[config.mk]
export PLATFORM = sky130hd
export DESIGN_NAME = rv_mini_core
export DESIGN_NICKNAME = d
export VERILOG_FILES = /design/src/source/rv_mini_core_pkg.sv /design/src/source/rv_register_file.sv /design/src/source/rv_if_stage.sv /design/src/source/rv_id_stage.sv /design/src/source/rv_ex_stage.sv /design/src/source/rv_mini_core.sv
export VERILOG_INCLUDE_DIRS = /design/src /design/src/source
export SDC_FILE = /design/constraint.sdc
export NUM_CORES = 2
export LEC_CHECK = 0
export BUFFER_PORTS_ARGS = -buffer_cell sky130_fd_sc_hd__clkbuf_2
export CORE_MARGIN = 1
export CORE_UTILIZATION = 55
export DETAILED_ROUTE_END_ITERATION = 7
export GPL_ROUTABILITY_DRIVEN = 0
export HOLD_SLACK_MARGIN = 0.08
export PLACE_DENSITY = 0.83
export SLEW_MARGIN = 20
export SYNTH_ARGS = -nofsm -noshare
export SYNTH_HDL_FRONTEND = slang
export SYNTH_SLANG_ARGS = --single-unit
[constraint.sdc]
create_clock -name clk_i -period 9.25 [get_ports clk_i]
set_input_delay 1.85 -clock clk_i [delete_from_list [all_inputs] [get_ports clk_i]]
set_output_delay 1.85 -clock clk_i [all_outputs]
set_load 0.1 [all_outputs]
[src/source/rv_mini_core_settings.svh]
`ifndef RV_MINI_CORE_SETTINGS_SVH
`define RV_MINI_CORE_SETTINGS_SVH

// Datapath and address width
`define RV_XLEN 32

// Register file geometry
`define RV_RF_ADDR_W 5
`define RV_NUM_REGS 32

// Byte distance between sequential fetches
`define RV_INSTR_STEP 4

// Major opcodes, bits [6:0] of the instruction
`define RV_OPC_OP_IMM 7'b0010011
`define RV_OPC_OP 7'b0110011
`define RV_OPC_LUI 7'b0110111
`define RV_OPC_STORE 7'b0100011

`endif

[src/source/rv_mini_core_pkg.sv]
`include "rv_mini_core_settings.svh"

package rv_mini_core_pkg;

  // Data, address and instruction word
  typedef logic [`RV_XLEN-1:0] word_t;

  // Register index
  typedef logic [`RV_RF_ADDR_W-1:0] rf_addr_t;

  // ALU functions used by the supported subset
  typedef enum logic [2:0] {
    ALU_ADD,
    ALU_SUB,
    ALU_AND,
    ALU_OR,
    ALU_XOR,
    ALU_PASS_B
  } alu_op_e;

  // Instruction fetch FSM
  typedef enum logic [1:0] {
    FETCH_IDLE,
    FETCH_REQ,
    FETCH_WAIT
  } fetch_state_e;

  // Fetched word handed to decode
  typedef struct packed {
    logic  valid;
    word_t pc;
    word_t instr;
  } if_id_pipe_t;

  // Decoded operation handed to execute
  typedef struct packed {
    logic     valid;
    alu_op_e  alu_op;
    word_t    operand_a;
    word_t    operand_b;
    logic     rf_we;
    rf_addr_t rf_waddr;
    logic     store_en;
    word_t    store_data;
  } id_ex_pipe_t;

  // Register write, also the forward path into decode
  typedef struct packed {
    logic     we;
    rf_addr_t waddr;
    word_t    wdata;
  } rf_wr_t;

endpackage

[src/source/rv_register_file.sv]
`timescale 1ns/1ps
`include "rv_mini_core_settings.svh"

module rv_register_file (
  input  logic                       clk_i,
  input  logic                       rst_n_i,
  input  rv_mini_core_pkg::rf_addr_t raddr_a_i,
  input  rv_mini_core_pkg::rf_addr_t raddr_b_i,
  output rv_mini_core_pkg::word_t    rdata_a_o,
  output rv_mini_core_pkg::word_t    rdata_b_o,
  input  rv_mini_core_pkg::rf_wr_t   wr_i
);

  // x1 to x31, no storage for x0
  rv_mini_core_pkg::word_t regs_q [1:`RV_NUM_REGS-1];

  always_ff @(posedge clk_i or negedge rst_n_i) begin
    if (!rst_n_i) begin
      for (int i = 1; i < `RV_NUM_REGS; i++) begin
        regs_q[i] <= '0;
      end
    end else if (wr_i.we && wr_i.waddr != '0) begin
      regs_q[wr_i.waddr] <= wr_i.wdata;
    end
  end

  // Old value on same-cycle write, ID forwards that case
  assign rdata_a_o = (raddr_a_i == '0) ? '0 : regs_q[raddr_a_i];
  assign rdata_b_o = (raddr_b_i == '0) ? '0 : regs_q[raddr_b_i];

endmodule

[src/source/rv_if_stage.sv]
`timescale 1ns/1ps
`include "rv_mini_core_settings.svh"

module rv_if_stage (
  input  logic                          clk_i,
  input  logic                          rst_n_i,
  input  logic                          fetch_enable_i,
  input  rv_mini_core_pkg::word_t       boot_addr_i,
  output logic                          instr_req_o,
  output rv_mini_core_pkg::word_t       instr_addr_o,
  input  logic                          instr_gnt_i,
  input  logic                          instr_rvalid_i,
  input  rv_mini_core_pkg::word_t       instr_rdata_i,
  input  logic                          id_ready_i,
  output rv_mini_core_pkg::if_id_pipe_t if_id_pipe_o
);

  rv_mini_core_pkg::fetch_state_e state_q;
  rv_mini_core_pkg::fetch_state_e state_d;
  rv_mini_core_pkg::word_t        pc_q;
  rv_mini_core_pkg::word_t        fetch_pc;
  rv_mini_core_pkg::word_t        hold_instr_q;
  rv_mini_core_pkg::word_t        if_id_pc_q;
  rv_mini_core_pkg::word_t        if_id_instr_q;
  logic                           hold_valid_q;
  logic                           if_id_valid_q;
  logic                           if_id_free;
  logic                           load_rdata;
  logic                           load_hold;
  logic                           load_if_id;

  // Slot free when empty or being taken by ID this cycle
  assign if_id_free = !if_id_valid_q || id_ready_i;
  assign load_rdata = (state_q == rv_mini_core_pkg::FETCH_WAIT) && instr_rvalid_i && if_id_free;
  assign load_hold  = hold_valid_q && if_id_free;
  assign load_if_id = load_rdata || load_hold;

  // pc_q already stepped at gnt
  assign fetch_pc = pc_q - rv_mini_core_pkg::word_t'(`RV_INSTR_STEP);

  ////////////////////
  // Fetch FSM
  ////////////////////
  always_comb begin
    state_d = state_q;
    case (state_q)
      rv_mini_core_pkg::FETCH_IDLE: if (fetch_enable_i) state_d = rv_mini_core_pkg::FETCH_REQ;
      rv_mini_core_pkg::FETCH_REQ:  if (instr_gnt_i) state_d = rv_mini_core_pkg::FETCH_WAIT;
      // Next request only once the word has somewhere to go
      rv_mini_core_pkg::FETCH_WAIT: if (load_if_id) state_d = rv_mini_core_pkg::FETCH_REQ;
      default:                      state_d = rv_mini_core_pkg::FETCH_IDLE;
    endcase
  end

  always_ff @(posedge clk_i or negedge rst_n_i) begin
    if (!rst_n_i) begin
      state_q       <= rv_mini_core_pkg::FETCH_IDLE;
      pc_q          <= '0;
      hold_valid_q  <= 1'b0;
      if_id_valid_q <= 1'b0;
    end else begin
      state_q <= state_d;
      // Boot address taken at start
      if (state_q == rv_mini_core_pkg::FETCH_IDLE && fetch_enable_i) begin
        pc_q <= boot_addr_i;
      end else if (instr_req_o && instr_gnt_i) begin
        pc_q <= pc_q + rv_mini_core_pkg::word_t'(`RV_INSTR_STEP);
      end
      // Parked response while ID is blocked
      if (state_q == rv_mini_core_pkg::FETCH_WAIT && instr_rvalid_i && !if_id_free) begin
        hold_valid_q <= 1'b1;
      end else if (load_hold) begin
        hold_valid_q <= 1'b0;
      end
      if (load_if_id) begin
        if_id_valid_q <= 1'b1;
      end else if (id_ready_i) begin
        if_id_valid_q <= 1'b0;
      end
    end
  end

  // Payload, qualified by the valid bits
  always_ff @(posedge clk_i) begin
    if (state_q == rv_mini_core_pkg::FETCH_WAIT && instr_rvalid_i) begin
      hold_instr_q <= instr_rdata_i;
    end
    if (load_if_id) begin
      if_id_pc_q    <= fetch_pc;
      if_id_instr_q <= hold_valid_q ? hold_instr_q : instr_rdata_i;
    end
  end

  assign instr_req_o  = (state_q == rv_mini_core_pkg::FETCH_REQ);
  assign instr_addr_o = pc_q;
  assign if_id_pipe_o = '{valid: if_id_valid_q, pc: if_id_pc_q, instr: if_id_instr_q};

  // OBI: pending request keeps req and address
  a_instr_addr_stable: assert property (
    @(posedge clk_i) disable iff (!rst_n_i)
    instr_req_o && !instr_gnt_i |=> instr_req_o && $stable(instr_addr_o)
  );

endmodule

[src/source/rv_id_stage.sv]
`timescale 1ns/1ps
`include "rv_mini_core_settings.svh"

module rv_id_stage (
  input  logic                          clk_i,
  input  logic                          rst_n_i,
  input  rv_mini_core_pkg::if_id_pipe_t if_id_pipe_i,
  output logic                          id_ready_o,
  input  logic                          ex_stall_i,
  output rv_mini_core_pkg::rf_addr_t    rf_raddr_a_o,
  output rv_mini_core_pkg::rf_addr_t    rf_raddr_b_o,
  input  rv_mini_core_pkg::word_t       rf_rdata_a_i,
  input  rv_mini_core_pkg::word_t       rf_rdata_b_i,
  input  rv_mini_core_pkg::rf_wr_t      ex_fwd_i,
  output rv_mini_core_pkg::id_ex_pipe_t id_ex_pipe_o
);

  rv_mini_core_pkg::word_t       instr;
  rv_mini_core_pkg::word_t       imm_i;
  rv_mini_core_pkg::word_t       imm_s;
  rv_mini_core_pkg::word_t       imm_u;
  rv_mini_core_pkg::word_t       imm;
  rv_mini_core_pkg::word_t       rs1_val;
  rv_mini_core_pkg::word_t       rs2_val;
  rv_mini_core_pkg::word_t       pc_last_q;
  rv_mini_core_pkg::rf_addr_t    rs1;
  rv_mini_core_pkg::rf_addr_t    rs2;
  rv_mini_core_pkg::rf_addr_t    rd;
  rv_mini_core_pkg::alu_op_e     alu_op;
  rv_mini_core_pkg::id_ex_pipe_t id_ex_d;
  rv_mini_core_pkg::id_ex_pipe_t ex_payload_q;
  logic [6:0]                    opcode;
  logic [6:0]                    funct7;
  logic [2:0]                    funct3;
  logic                          use_imm;
  logic                          insn_ok;
  logic                          is_store;
  logic                          ex_valid_q;
  logic                          pc_seen_q;
  logic                          accept;

  // Field split
  assign instr  = if_id_pipe_i.instr;
  assign opcode = instr[6:0];
  assign rd     = instr[11:7];
  assign funct3 = instr[14:12];
  assign rs1    = instr[19:15];
  assign rs2    = instr[24:20];
  assign funct7 = instr[31:25];

  // Sign extended I and S, U left aligned
  assign imm_i = {{(`RV_XLEN-12){instr[31]}}, instr[31:20]};
  assign imm_s = {{(`RV_XLEN-12){instr[31]}}, instr[31:25], instr[11:7]};
  assign imm_u = {instr[31:12], 12'b0};

  ////////////////////
  // Decoder
  ////////////////////
  always_comb begin
    alu_op   = rv_mini_core_pkg::ALU_ADD;
    imm      = imm_i;
    use_imm  = 1'b0;
    insn_ok  = 1'b0;
    is_store = 1'b0;
    case (opcode)
      `RV_OPC_OP_IMM: begin
        use_imm = 1'b1;
        insn_ok = 1'b1;
        case (funct3)
          3'b000:  alu_op = rv_mini_core_pkg::ALU_ADD;
          3'b100:  alu_op = rv_mini_core_pkg::ALU_XOR;
          3'b110:  alu_op = rv_mini_core_pkg::ALU_OR;
          3'b111:  alu_op = rv_mini_core_pkg::ALU_AND;
          default: insn_ok = 1'b0;
        endcase
      end
      `RV_OPC_OP: begin
        // SUB is the only funct7 variant kept
        insn_ok = (funct7 == 7'b0000000) || (funct7 == 7'b0100000 && funct3 == 3'b000);
        case (funct3)
          3'b000:  alu_op = funct7[5] ? rv_mini_core_pkg::ALU_SUB : rv_mini_core_pkg::ALU_ADD;
          3'b100:  alu_op = rv_mini_core_pkg::ALU_XOR;
          3'b110:  alu_op = rv_mini_core_pkg::ALU_OR;
          3'b111:  alu_op = rv_mini_core_pkg::ALU_AND;
          default: insn_ok = 1'b0;
        endcase
      end
      `RV_OPC_LUI: begin
        alu_op  = rv_mini_core_pkg::ALU_PASS_B;
        imm     = imm_u;
        use_imm = 1'b1;
        insn_ok = 1'b1;
      end
      `RV_OPC_STORE: begin
        // SW only, address is rs1 + S-immediate
        imm      = imm_s;
        use_imm  = 1'b1;
        is_store = 1'b1;
        insn_ok  = (funct3 == 3'b010);
      end
      default: insn_ok = 1'b0;
    endcase
  end

  ////////////////////
  // Operands
  ////////////////////
  assign rf_raddr_a_o = rs1;
  assign rf_raddr_b_o = rs2;

  // EX result bypasses the register file write
  assign rs1_val = (ex_fwd_i.we && ex_fwd_i.waddr != '0 && ex_fwd_i.waddr == rs1) ?
                   ex_fwd_i.wdata : rf_rdata_a_i;
  assign rs2_val = (ex_fwd_i.we && ex_fwd_i.waddr != '0 && ex_fwd_i.waddr == rs2) ?
                   ex_fwd_i.wdata : rf_rdata_b_i;

  always_comb begin
    id_ex_d            = ex_payload_q;
    id_ex_d.valid      = if_id_pipe_i.valid;
    id_ex_d.alu_op     = alu_op;
    id_ex_d.operand_a  = rs1_val;
    id_ex_d.operand_b  = use_imm ? imm : rs2_val;
    // Writes to x0 dropped here
    id_ex_d.rf_we      = insn_ok && !is_store && (rd != '0);
    id_ex_d.rf_waddr   = rd;
    id_ex_d.store_en   = insn_ok && is_store;
    id_ex_d.store_data = rs2_val;
  end

  // ID/EX frozen while a store waits
  assign id_ready_o = !ex_stall_i;
  assign accept     = if_id_pipe_i.valid && id_ready_o;

  always_ff @(posedge clk_i or negedge rst_n_i) begin
    if (!rst_n_i) begin
      ex_valid_q <= 1'b0;
      pc_seen_q  <= 1'b0;
    end else begin
      if (!ex_stall_i) ex_valid_q <= if_id_pipe_i.valid;
      if (accept) pc_seen_q <= 1'b1;
    end
  end

  always_ff @(posedge clk_i) begin
    if (!ex_stall_i) ex_payload_q <= id_ex_d;
    if (accept) pc_last_q <= if_id_pipe_i.pc;
  end

  always_comb begin
    id_ex_pipe_o       = ex_payload_q;
    id_ex_pipe_o.valid = ex_valid_q;
  end

  // Straight-line fetch, so decode sees consecutive PCs
  a_pc_in_order: assert property (
    @(posedge clk_i) disable iff (!rst_n_i)
    accept && pc_seen_q |->
      if_id_pipe_i.pc == pc_last_q + rv_mini_core_pkg::word_t'(`RV_INSTR_STEP)
  );

endmodule

[src/source/rv_ex_stage.sv]
`timescale 1ns/1ps

module rv_ex_stage (
  input  logic                          clk_i,
  input  logic                          rst_n_i,
  input  rv_mini_core_pkg::id_ex_pipe_t id_ex_pipe_i,
  output logic                          ex_stall_o,
  output rv_mini_core_pkg::rf_wr_t      rf_wr_o,
  output logic                          data_req_o,
  output rv_mini_core_pkg::word_t       data_addr_o,
  output rv_mini_core_pkg::word_t       data_wdata_o,
  input  logic                          data_gnt_i
);

  rv_mini_core_pkg::word_t alu_result;
  rv_mini_core_pkg::word_t op_a;
  rv_mini_core_pkg::word_t op_b;

  assign op_a = id_ex_pipe_i.operand_a;
  assign op_b = id_ex_pipe_i.operand_b;

  ////////////////////
  // ALU
  ////////////////////
  always_comb begin
    case (id_ex_pipe_i.alu_op)
      rv_mini_core_pkg::ALU_SUB:    alu_result = op_a - op_b;
      rv_mini_core_pkg::ALU_AND:    alu_result = op_a & op_b;
      rv_mini_core_pkg::ALU_OR:     alu_result = op_a | op_b;
      rv_mini_core_pkg::ALU_XOR:    alu_result = op_a ^ op_b;
      // LUI immediate goes through unchanged
      rv_mini_core_pkg::ALU_PASS_B: alu_result = op_b;
      default:                      alu_result = op_a + op_b;
    endcase
  end

  // Writeback at the end of this cycle, also seen by ID
  assign rf_wr_o = '{
    we:    id_ex_pipe_i.valid && id_ex_pipe_i.rf_we,
    waddr: id_ex_pipe_i.rf_waddr,
    wdata: alu_result
  };

  ////////////////////
  // Store port
  ////////////////////
  // ALU result is the effective address for SW
  assign data_req_o   = id_ex_pipe_i.valid && id_ex_pipe_i.store_en;
  assign data_addr_o  = alu_result;
  assign data_wdata_o = id_ex_pipe_i.store_data;

  // Done in the gnt cycle, no response phase
  assign ex_stall_o = data_req_o && !data_gnt_i;

  // Held store relies on the frozen ID/EX register
  a_store_stable: assert property (
    @(posedge clk_i) disable iff (!rst_n_i)
    data_req_o && !data_gnt_i |=>
      data_req_o && $stable(data_addr_o) && $stable(data_wdata_o)
  );

  // Decode never flags x0 as a destination
  a_no_x0_write: assert property (
    @(posedge clk_i) disable iff (!rst_n_i)
    rf_wr_o.we |-> rf_wr_o.waddr != '0
  );

endmodule

[src/source/rv_mini_core.sv]
`timescale 1ns/1ps

module rv_mini_core (
  input  logic                    clk_i,
  input  logic                    rst_n_i,
  input  logic                    fetch_enable_i,
  input  rv_mini_core_pkg::word_t boot_addr_i,

  // Instruction port
  output logic                    instr_req_o,
  output rv_mini_core_pkg::word_t instr_addr_o,
  input  logic                    instr_gnt_i,
  input  logic                    instr_rvalid_i,
  input  rv_mini_core_pkg::word_t instr_rdata_i,

  // Data port, stores only
  output logic                    data_req_o,
  output rv_mini_core_pkg::word_t data_addr_o,
  output rv_mini_core_pkg::word_t data_wdata_o,
  input  logic                    data_gnt_i
);

  // Stage to stage
  rv_mini_core_pkg::if_id_pipe_t if_id_pipe;
  rv_mini_core_pkg::id_ex_pipe_t id_ex_pipe;
  rv_mini_core_pkg::rf_wr_t      rf_wr_ex;
  logic                          id_ready;
  logic                          ex_stall;

  // Register file read side
  rv_mini_core_pkg::rf_addr_t    rf_raddr_a;
  rv_mini_core_pkg::rf_addr_t    rf_raddr_b;
  rv_mini_core_pkg::word_t       rf_rdata_a;
  rv_mini_core_pkg::word_t       rf_rdata_b;

  ////////////////////
  // Fetch
  ////////////////////
  rv_if_stage if_stage_i (
    .clk_i          ( clk_i          ),
    .rst_n_i        ( rst_n_i        ),
    .fetch_enable_i ( fetch_enable_i ),
    .boot_addr_i    ( boot_addr_i    ),
    .instr_req_o    ( instr_req_o    ),
    .instr_addr_o   ( instr_addr_o   ),
    .instr_gnt_i    ( instr_gnt_i    ),
    .instr_rvalid_i ( instr_rvalid_i ),
    .instr_rdata_i  ( instr_rdata_i  ),
    .id_ready_i     ( id_ready       ),
    .if_id_pipe_o   ( if_id_pipe     )
  );

  ////////////////////
  // Decode
  ////////////////////
  rv_id_stage id_stage_i (
    .clk_i        ( clk_i      ),
    .rst_n_i      ( rst_n_i    ),
    .if_id_pipe_i ( if_id_pipe ),
    .id_ready_o   ( id_ready   ),
    .ex_stall_i   ( ex_stall   ),
    .rf_raddr_a_o ( rf_raddr_a ),
    .rf_raddr_b_o ( rf_raddr_b ),
    .rf_rdata_a_i ( rf_rdata_a ),
    .rf_rdata_b_i ( rf_rdata_b ),
    .ex_fwd_i     ( rf_wr_ex   ),
    .id_ex_pipe_o ( id_ex_pipe )
  );

  ////////////////////
  // Execute
  ////////////////////
  rv_ex_stage ex_stage_i (
    .clk_i        ( clk_i        ),
    .rst_n_i      ( rst_n_i      ),
    .id_ex_pipe_i ( id_ex_pipe   ),
    .ex_stall_o   ( ex_stall     ),
    .rf_wr_o      ( rf_wr_ex     ),
    .data_req_o   ( data_req_o   ),
    .data_addr_o  ( data_addr_o  ),
    .data_wdata_o ( data_wdata_o ),
    .data_gnt_i   ( data_gnt_i   )
  );

  // Written by EX, read by ID
  rv_register_file register_file_i (
    .clk_i     ( clk_i      ),
    .rst_n_i   ( rst_n_i    ),
    .raddr_a_i ( rf_raddr_a ),
    .raddr_b_i ( rf_raddr_b ),
    .rdata_a_o ( rf_rdata_a ),
    .rdata_b_o ( rf_rdata_b ),
    .wr_i      ( rf_wr_ex   )
  );

endmodule

* Word level (Yosys, flattened, before mapping)
Index checks and enable logic that the tools add are counted.
** Word-level totals
- Flip-flop bits (word level) :: 1199
- Input port bits :: 70
- Word-level logic and storage cells :: 153
** Cells by class
- Add/sub/neg operators :: 3
- $lt $le $gt $ge :: 4
- Equal/unequal tests :: 22
- Multiplexer cells :: 36
- Bitwise gates (word level) :: 6
- Reductions and logical operators :: 37
** Operators with widths (count)
- $bwmux W992 :: 1
- $mux W32 :: 13
- $bmux W32 S5 :: 2
- $demux W32 S5 :: 1
- $pmux W32 S5 :: 1
- $pmux W31 S2 :: 1
- $add A32 B3 Y32 const B :: 1
- $add A32 B32 Y32 :: 1
- $and A32 B32 Y32 :: 1
- $or A32 B32 Y32 :: 1
- $sub A32 B32 Y32 :: 1
- $xor A32 B32 Y32 :: 1
- $eq A7 B6 Y1 const B :: 4
- $ge A6 B6 Y1 const B :: 3
- $not A5 Y6 :: 3
- $pmux W3 S3 :: 2
- $logic_and A1 B1 Y1 :: 17
- $eq A3 B3 Y1 const B :: 5
- $pmux W3 S4 :: 1
- $eq A5 B5 Y1 :: 2
- $logic_not A5 Y1 :: 2
- $reduce_bool A5 Y1 :: 2
- $eq A3 B2 Y1 const B :: 3
- $mux W1 :: 9
- 19 further kinds :: 30

* Longest topological paths before layout
- Depth after elaboration :: 8
- Mapped depth :: 19
- Depth with buffers taken out :: 17

* Modules after synthesis
A second synthesis with hierarchy kept.
** Second synthesis, totals
- Cells, all modules :: 5622
- Area total of the unflattened synthesis :: 69389.0 um^2
** By module, submodules not included
- rv_register_file :: instances 1, cells an instance 4063, area each 53226.0 um^2
- rv_if_stage :: instances 1, cells an instance 429, area each 5778.0 um^2
- rv_id_stage :: instances 1, cells an instance 396, area each 5312.6 um^2
- rv_ex_stage :: instances 1, cells an instance 734, area each 5072.4 um^2

* Least setup slack after synthesis
No wires, ideal clock.
- Kind :: register -> output
- Start :: register id_stage_i.ex_payload_q (netlist bit id_stage_i.id_ex_pipe_o[103])
- End :: output port data_addr_o[28]
- Arrival :: 5.432 ns
- Data required time :: 7.400 ns
- Setup slack :: 1.968 ns
- Cell stages (with the launch flop) :: 15
- Path buffers :: 3
- Cell sequence :: edfxtp_1 > clkbuf_1 > inv_1 > clkbuf_1 > nor3_1 > clkbuf_1 > mux2i_1 > fa_1 > a21o_1 > a221o_1 > a32oi_1 > a31oi_1 > a211oi_1 > xor2_1 > o21ai_0
** Between the ends
- Word-level cells in the longest chain between the ends :: 2
- Elaborated cells between the ends (all ways) :: 6
- Classes of those cells :: eq/ne: 5; mux: 1
** RTL lines
- start: declaration :: RTL line rv_id_stage.sv:31 : rv_mini_core_pkg::id_ex_pipe_t ex_payload_q;
- start signal: assignment :: RTL line rv_id_stage.sv:145 : if (!ex_stall_i) ex_payload_q <= id_ex_d;
- $eq A3 B3 Y1, or another cell as far along :: RTL line rv_ex_stage.sv:26 : case (id_ex_pipe_i.alu_op)
- $pmux W32 S5 (*) :: RTL line rv_ex_stage.sv:26
- end: declaration :: RTL line rv_mini_core.sv:18 : output rv_mini_core_pkg::word_t data_addr_o,
Mark *: on every way between the ends. The rest lies on a longest branch, timed or not.

* Worst setup path in the final report
- Start :: register id_stage_i.ex_payload_q (netlist bit id_stage_i.id_ex_pipe_o[103])
- End :: output port data_addr_o[24]
The elaborated chain is that of the path after synthesis.

==> impl_results.md <==
- Die span in x: 345 um
- Total area of multi-input combinational cells: 31,500 um^2
- End of the critical path: data_addr_o[24]
- Biggest area contributors in the synthesized netlist: dfrtp_1 (40%), mux4_2 (20%), edfxtp_1 (7.9%), o21ai_0 (7.9%), nand2_1 (6.3%)
- Beginning of the critical path: id_stage_i.id_ex_pipe_o[103]$_SDFFCE_PN0N_
- Maximum fanout encountered on the critical timing path: 34
- RR Endpoint: id_stage_i.id_ex_pipe_o[51]$_DFFE_PN_
- CTS tree: yes
- Proportion of power drawn by flip-flops and latches: 38.9%
- Tmin final: 8.01 ns
- Layout Nets: 5,741
- Avg Synthesized Cell Area: 11.3 um^2
- WS Path Type: reg2out
- Reg area: 30,900 um^2
- Worst-case headroom to the max-slew limit: 17.2%
- Detailed-routed wire length on met3: 32,200 um
- Clock H-tree levels: 3
- Ys async rst share: 85.8%
- CORE AREA: 116,000 um^2
- Initial Util: 55.6%
- Routed WL: 210,000 um
- Cell type with the highest aggregate area in the netlist: dfrtp_1
- Part of the total power dissipated in combinational logic: 26.7%
- Via density: 7.25
- Wire length on met1: 66,000 um
- Share of the cycle needed by the critical path after routing: 86.6%
- First-pass iteration count of the detailed router: 8
- Total of endpoints with negative setup slack in the final report: 0
- Number of antenna violations at the first check in global routing: 11
- Area growth, synth to finish: 9.22%
- Status: complete, but fails checks
- Worst Setup Slack, final: 1.24 ns
- Die Area: 119,000 um^2
- Buffers on Ports: 167
- Detailed route wirelength on metal2: 93,200 um
- Cell leakage power: 29.7 nW
- Number of violations reported at the end of detailed-routing iteration 0: 8,648
- Max Used Layer: met5
- Number of flops mapped to enable cells by yosys: 170
- Post-synth top area share: 39.8%
- Fraction of final layout cells sized beyond drive strength 1: 22.3%
- Hold-fix buffer count after cts: 0
- Fin cells: 7,204
- Most frequent cell after synthesis: nand2_1
- Dominant register cell in the synthesized netlist: dfrtp_1
- Count of nets left with antenna violations after detail routing: 0
- CTS Sinks: 1,199
- Resized cells post-CTS: 0
- Total power: 0.0145 W
- Clock tree root buffer cell: clkbuf_16
- Number of nets produced by synthesis: 5,899
- Reported net switching power: 0.00536 W
- Least-Margin Pin Slew: 1.24 ns
- Synth Warn #: 0
- Worst slack, placed: 2.19 ns
- Sequential area share after synthesis: 47.7%
- Register-to-register path setup slack: 3.60 ns
- All-Layer GR Usage: 35.3%
- Count of placed standard cells including taps: 6,976
- Clock network power share: 34.4%
- Maximum number of buffers from clock root to sink: 3
- Chip height: 345 um
- FF-to-FF Start: id_stage_i.id_ex_pipe_o[103]$_SDFFCE_PN0N_
- Worst r2r path cells: 14
- Worst Setup End Kind: output pin
- Number of buffers added by the clock tree synthesis step: 116
- Wire length of the first global-routing pass: 316,000 um
- Instance count of the mapped netlist: 5,731
- Clock latency reported for the late side of the worst-skew pair: 0.74 ns
- Number of setup buffers added after CTS: 0
- Data required, critical path: 7.40 ns
- Worst clock skew: 0.0626 ns
- Via count of the first global-routing pass: 52,513
- Worst min-delay path class: reg2reg
- Netlist cell types: 81
- Num rows: 125
- Signal arrival time at the worst endpoint: 6.16 ns
- Filler instances: 8,336
- Global-route congestion overflow total: 0
- Commonest cells post-synth: nand2_1 (1,090), dfrtp_1 (1,029), o21ai_0 (1,015), mux4_2 (575), clkbuf_1 (442)
- Switching power share of the total: 36.9%
- Post-synthesis register bit count: 1,199
- Pins Over Slew Limit: 0
- Sum Neg Setup Slack: 0 ns
- Max-cap violation count: 0
- Routed wirelength normalized by instance count: 29.2 um
- Top achievable clock speed: 0.125 GHz
- Internal power contribution: 0.00915 W
- Worst Setup Start Kind: register
- Final number of hold-violating endpoints: 0
- Pwr per Cell Area: 206 nW/um^2
- Total vias in the final route: 52,225
- Setup repair after global routing missed its margin: false
- Clock slew at the register clock pins of the worst setup and hold paths: 0.07 ns
- Violated checks: design-rule violations
- IR drop worst, VDD: 0.320 mV
- # DRC: 2
- Pin count of the biggest net entering global routing: 165
- Synth Cell Area: 64,600 um^2
- Top-level port count: 168
- Placed wire-length estimate after detailed placement: 120,000 um
worst max-delay path, cell delays in order, from the launching register on:
cell      delay, ns
edfxtp_1       0.39
inv_1          0.53
or3_1          0.69
o21ai_0        0.24
xnor2_1        0.18
ha_1           0.35
a21o_1         0.20
a221o_1        0.45
a32oi_1        0.34
a31oi_1        0.22
a311oi_1       0.36
xor2_1         0.25
o21ba_2        0.69
inv_1          0.10
clkbuf_2       0.40
power by group through the flow:
stage / Clock (W) / Sequential, W / Combinational [W]
global route: 0.00518 / 0.00565 / 0.00402
CTS: 0.00497 / 0.00563 / 0.00378
finish: 0.00499 / 0.00564 / 0.00388
global placement: 0 / 0.00572 / 0.00372
floorplan: 0 / 0.00617 / 0.00228
detailed placement: 0 / 0.00573 / 0.00376
state kept, by name (all words and copies together) (netlist names):
register	flops
if_stage_i.if_id_instr_q	32
id_stage_i.ex_valid_q	1
id_stage_i.id_ex_pipe_o	106
if_stage_i.instr_addr_o	32
register_file_i.regs_q	992
if_stage_i.hold_valid_q	1
if_stage_i.hold_instr_q	32
if_stage_i.state_q	2
if_stage_i.if_id_valid_q	1
worst min-delay path by stage:
stage | start | endpoint | slack [ns] | cells after the start
global placement | if_stage_i.instr_addr_o[1]$_DFFE_PN0P_ | if_stage_i.instr_addr_o[1]$_DFFE_PN0P_ | 0.46 | 2
detailed placement | if_stage_i.instr_addr_o[1]$_DFFE_PN0P_ | if_stage_i.instr_addr_o[1]$_DFFE_PN0P_ | 0.47 | 2
global route | if_stage_i.if_id_instr_q[11]$_DFFE_PP_ | id_stage_i.id_ex_pipe_o[37]$_DFFE_PN_ | 0.52 | 0
CTS | if_stage_i.instr_addr_o[1]$_DFFE_PN0P_ | if_stage_i.instr_addr_o[1]$_DFFE_PN0P_ | 0.48 | 2
floorplan | if_stage_i.if_id_instr_q[7]$_DFFE_PP_ | id_stage_i.id_ex_pipe_o[33]$_DFFE_PN_ | 0.44 | 0
finish | if_stage_i.instr_addr_o[1]$_DFFE_PN0P_ | if_stage_i.instr_addr_o[1]$_DFFE_PN0P_ | 0.48 | 2
per-stage QoR:
step	area (um^2)	utilization, %	hold WS [ns]
after CTS	70500	60.6	0.481
final	70600	60.7	0.482
after global placement	66500	57.2	0.458
after floorplan	64600	-	0.441
after global routing	70600	60.7	0.522
after detailed placement	66500	57.2	0.466
final cells by class:
| class | instances | area share [%] |
|---|---|---|
| antenna | 8 | 0.0284 |
| clock buffer | 164 | 4.77 |
| clock inverter | 53 | 0.875 |
| inverter | 104 | 0.556 |
| multi-input combinational | 3860 | 44.6 |
| sequential | 1199 | 43.7 |
| tap | 1524 | 2.70 |
| timing repair buffer | 292 | 2.78 |
cell usage in the layout (no fill, tap or decap), types with 13 or more instances in the layout:
master     Yosys  final
nand2_1     1090   1059
dfrtp_1     1029   1029
o21ai_0     1015   1013
mux4_2       575    575
nor2_1       181    179
edfxtp_1     170    170
clkbuf_2       0    166
a21oi_1      132    130
clkbuf_16      0    119
buf_4         32    110
inv_1        104    103
mux2_2       102    102
ha_1          97     97
o22ai_1       75     75
a22o_1        63     63
mux2i_1       58     58
xnor2_1       53     53
nand3_1       36     35
xor2_1        34     34
a31oi_1       35     33
clkinv_2       0     32
nand2_2        0     31
clkbuf_1     442     22
clkbuf_8       0     21
nor3_1        18     16
a221o_1       16     16
and3_1        16     15
nand4_1       13     13
a22oi_1       13     13
o221ai_1      14     13
cells by family (layout without fill, tap and decap cells):
group,count (synthesis),count (layout),share of synthesized area (%)
xor+xnor,88,88,1.22
other cells,0,8,0
flops,1199,1199,47.7
compound gates,1488,1488,13.0
fa+ha+maj,98,98,1.91
mux,736,736,22.7
simple gates,1450,1450,9.16
buf+inv,672,613,4.21
per-layer routing:
layer,vias up,GRT usage (%)
met5,-,0
met4,14,26.4
met3,1414,13.5
met2,4608,52.5
met1,25517,41.8
li1,20672,-
Power figures use the tool's default switching activity.
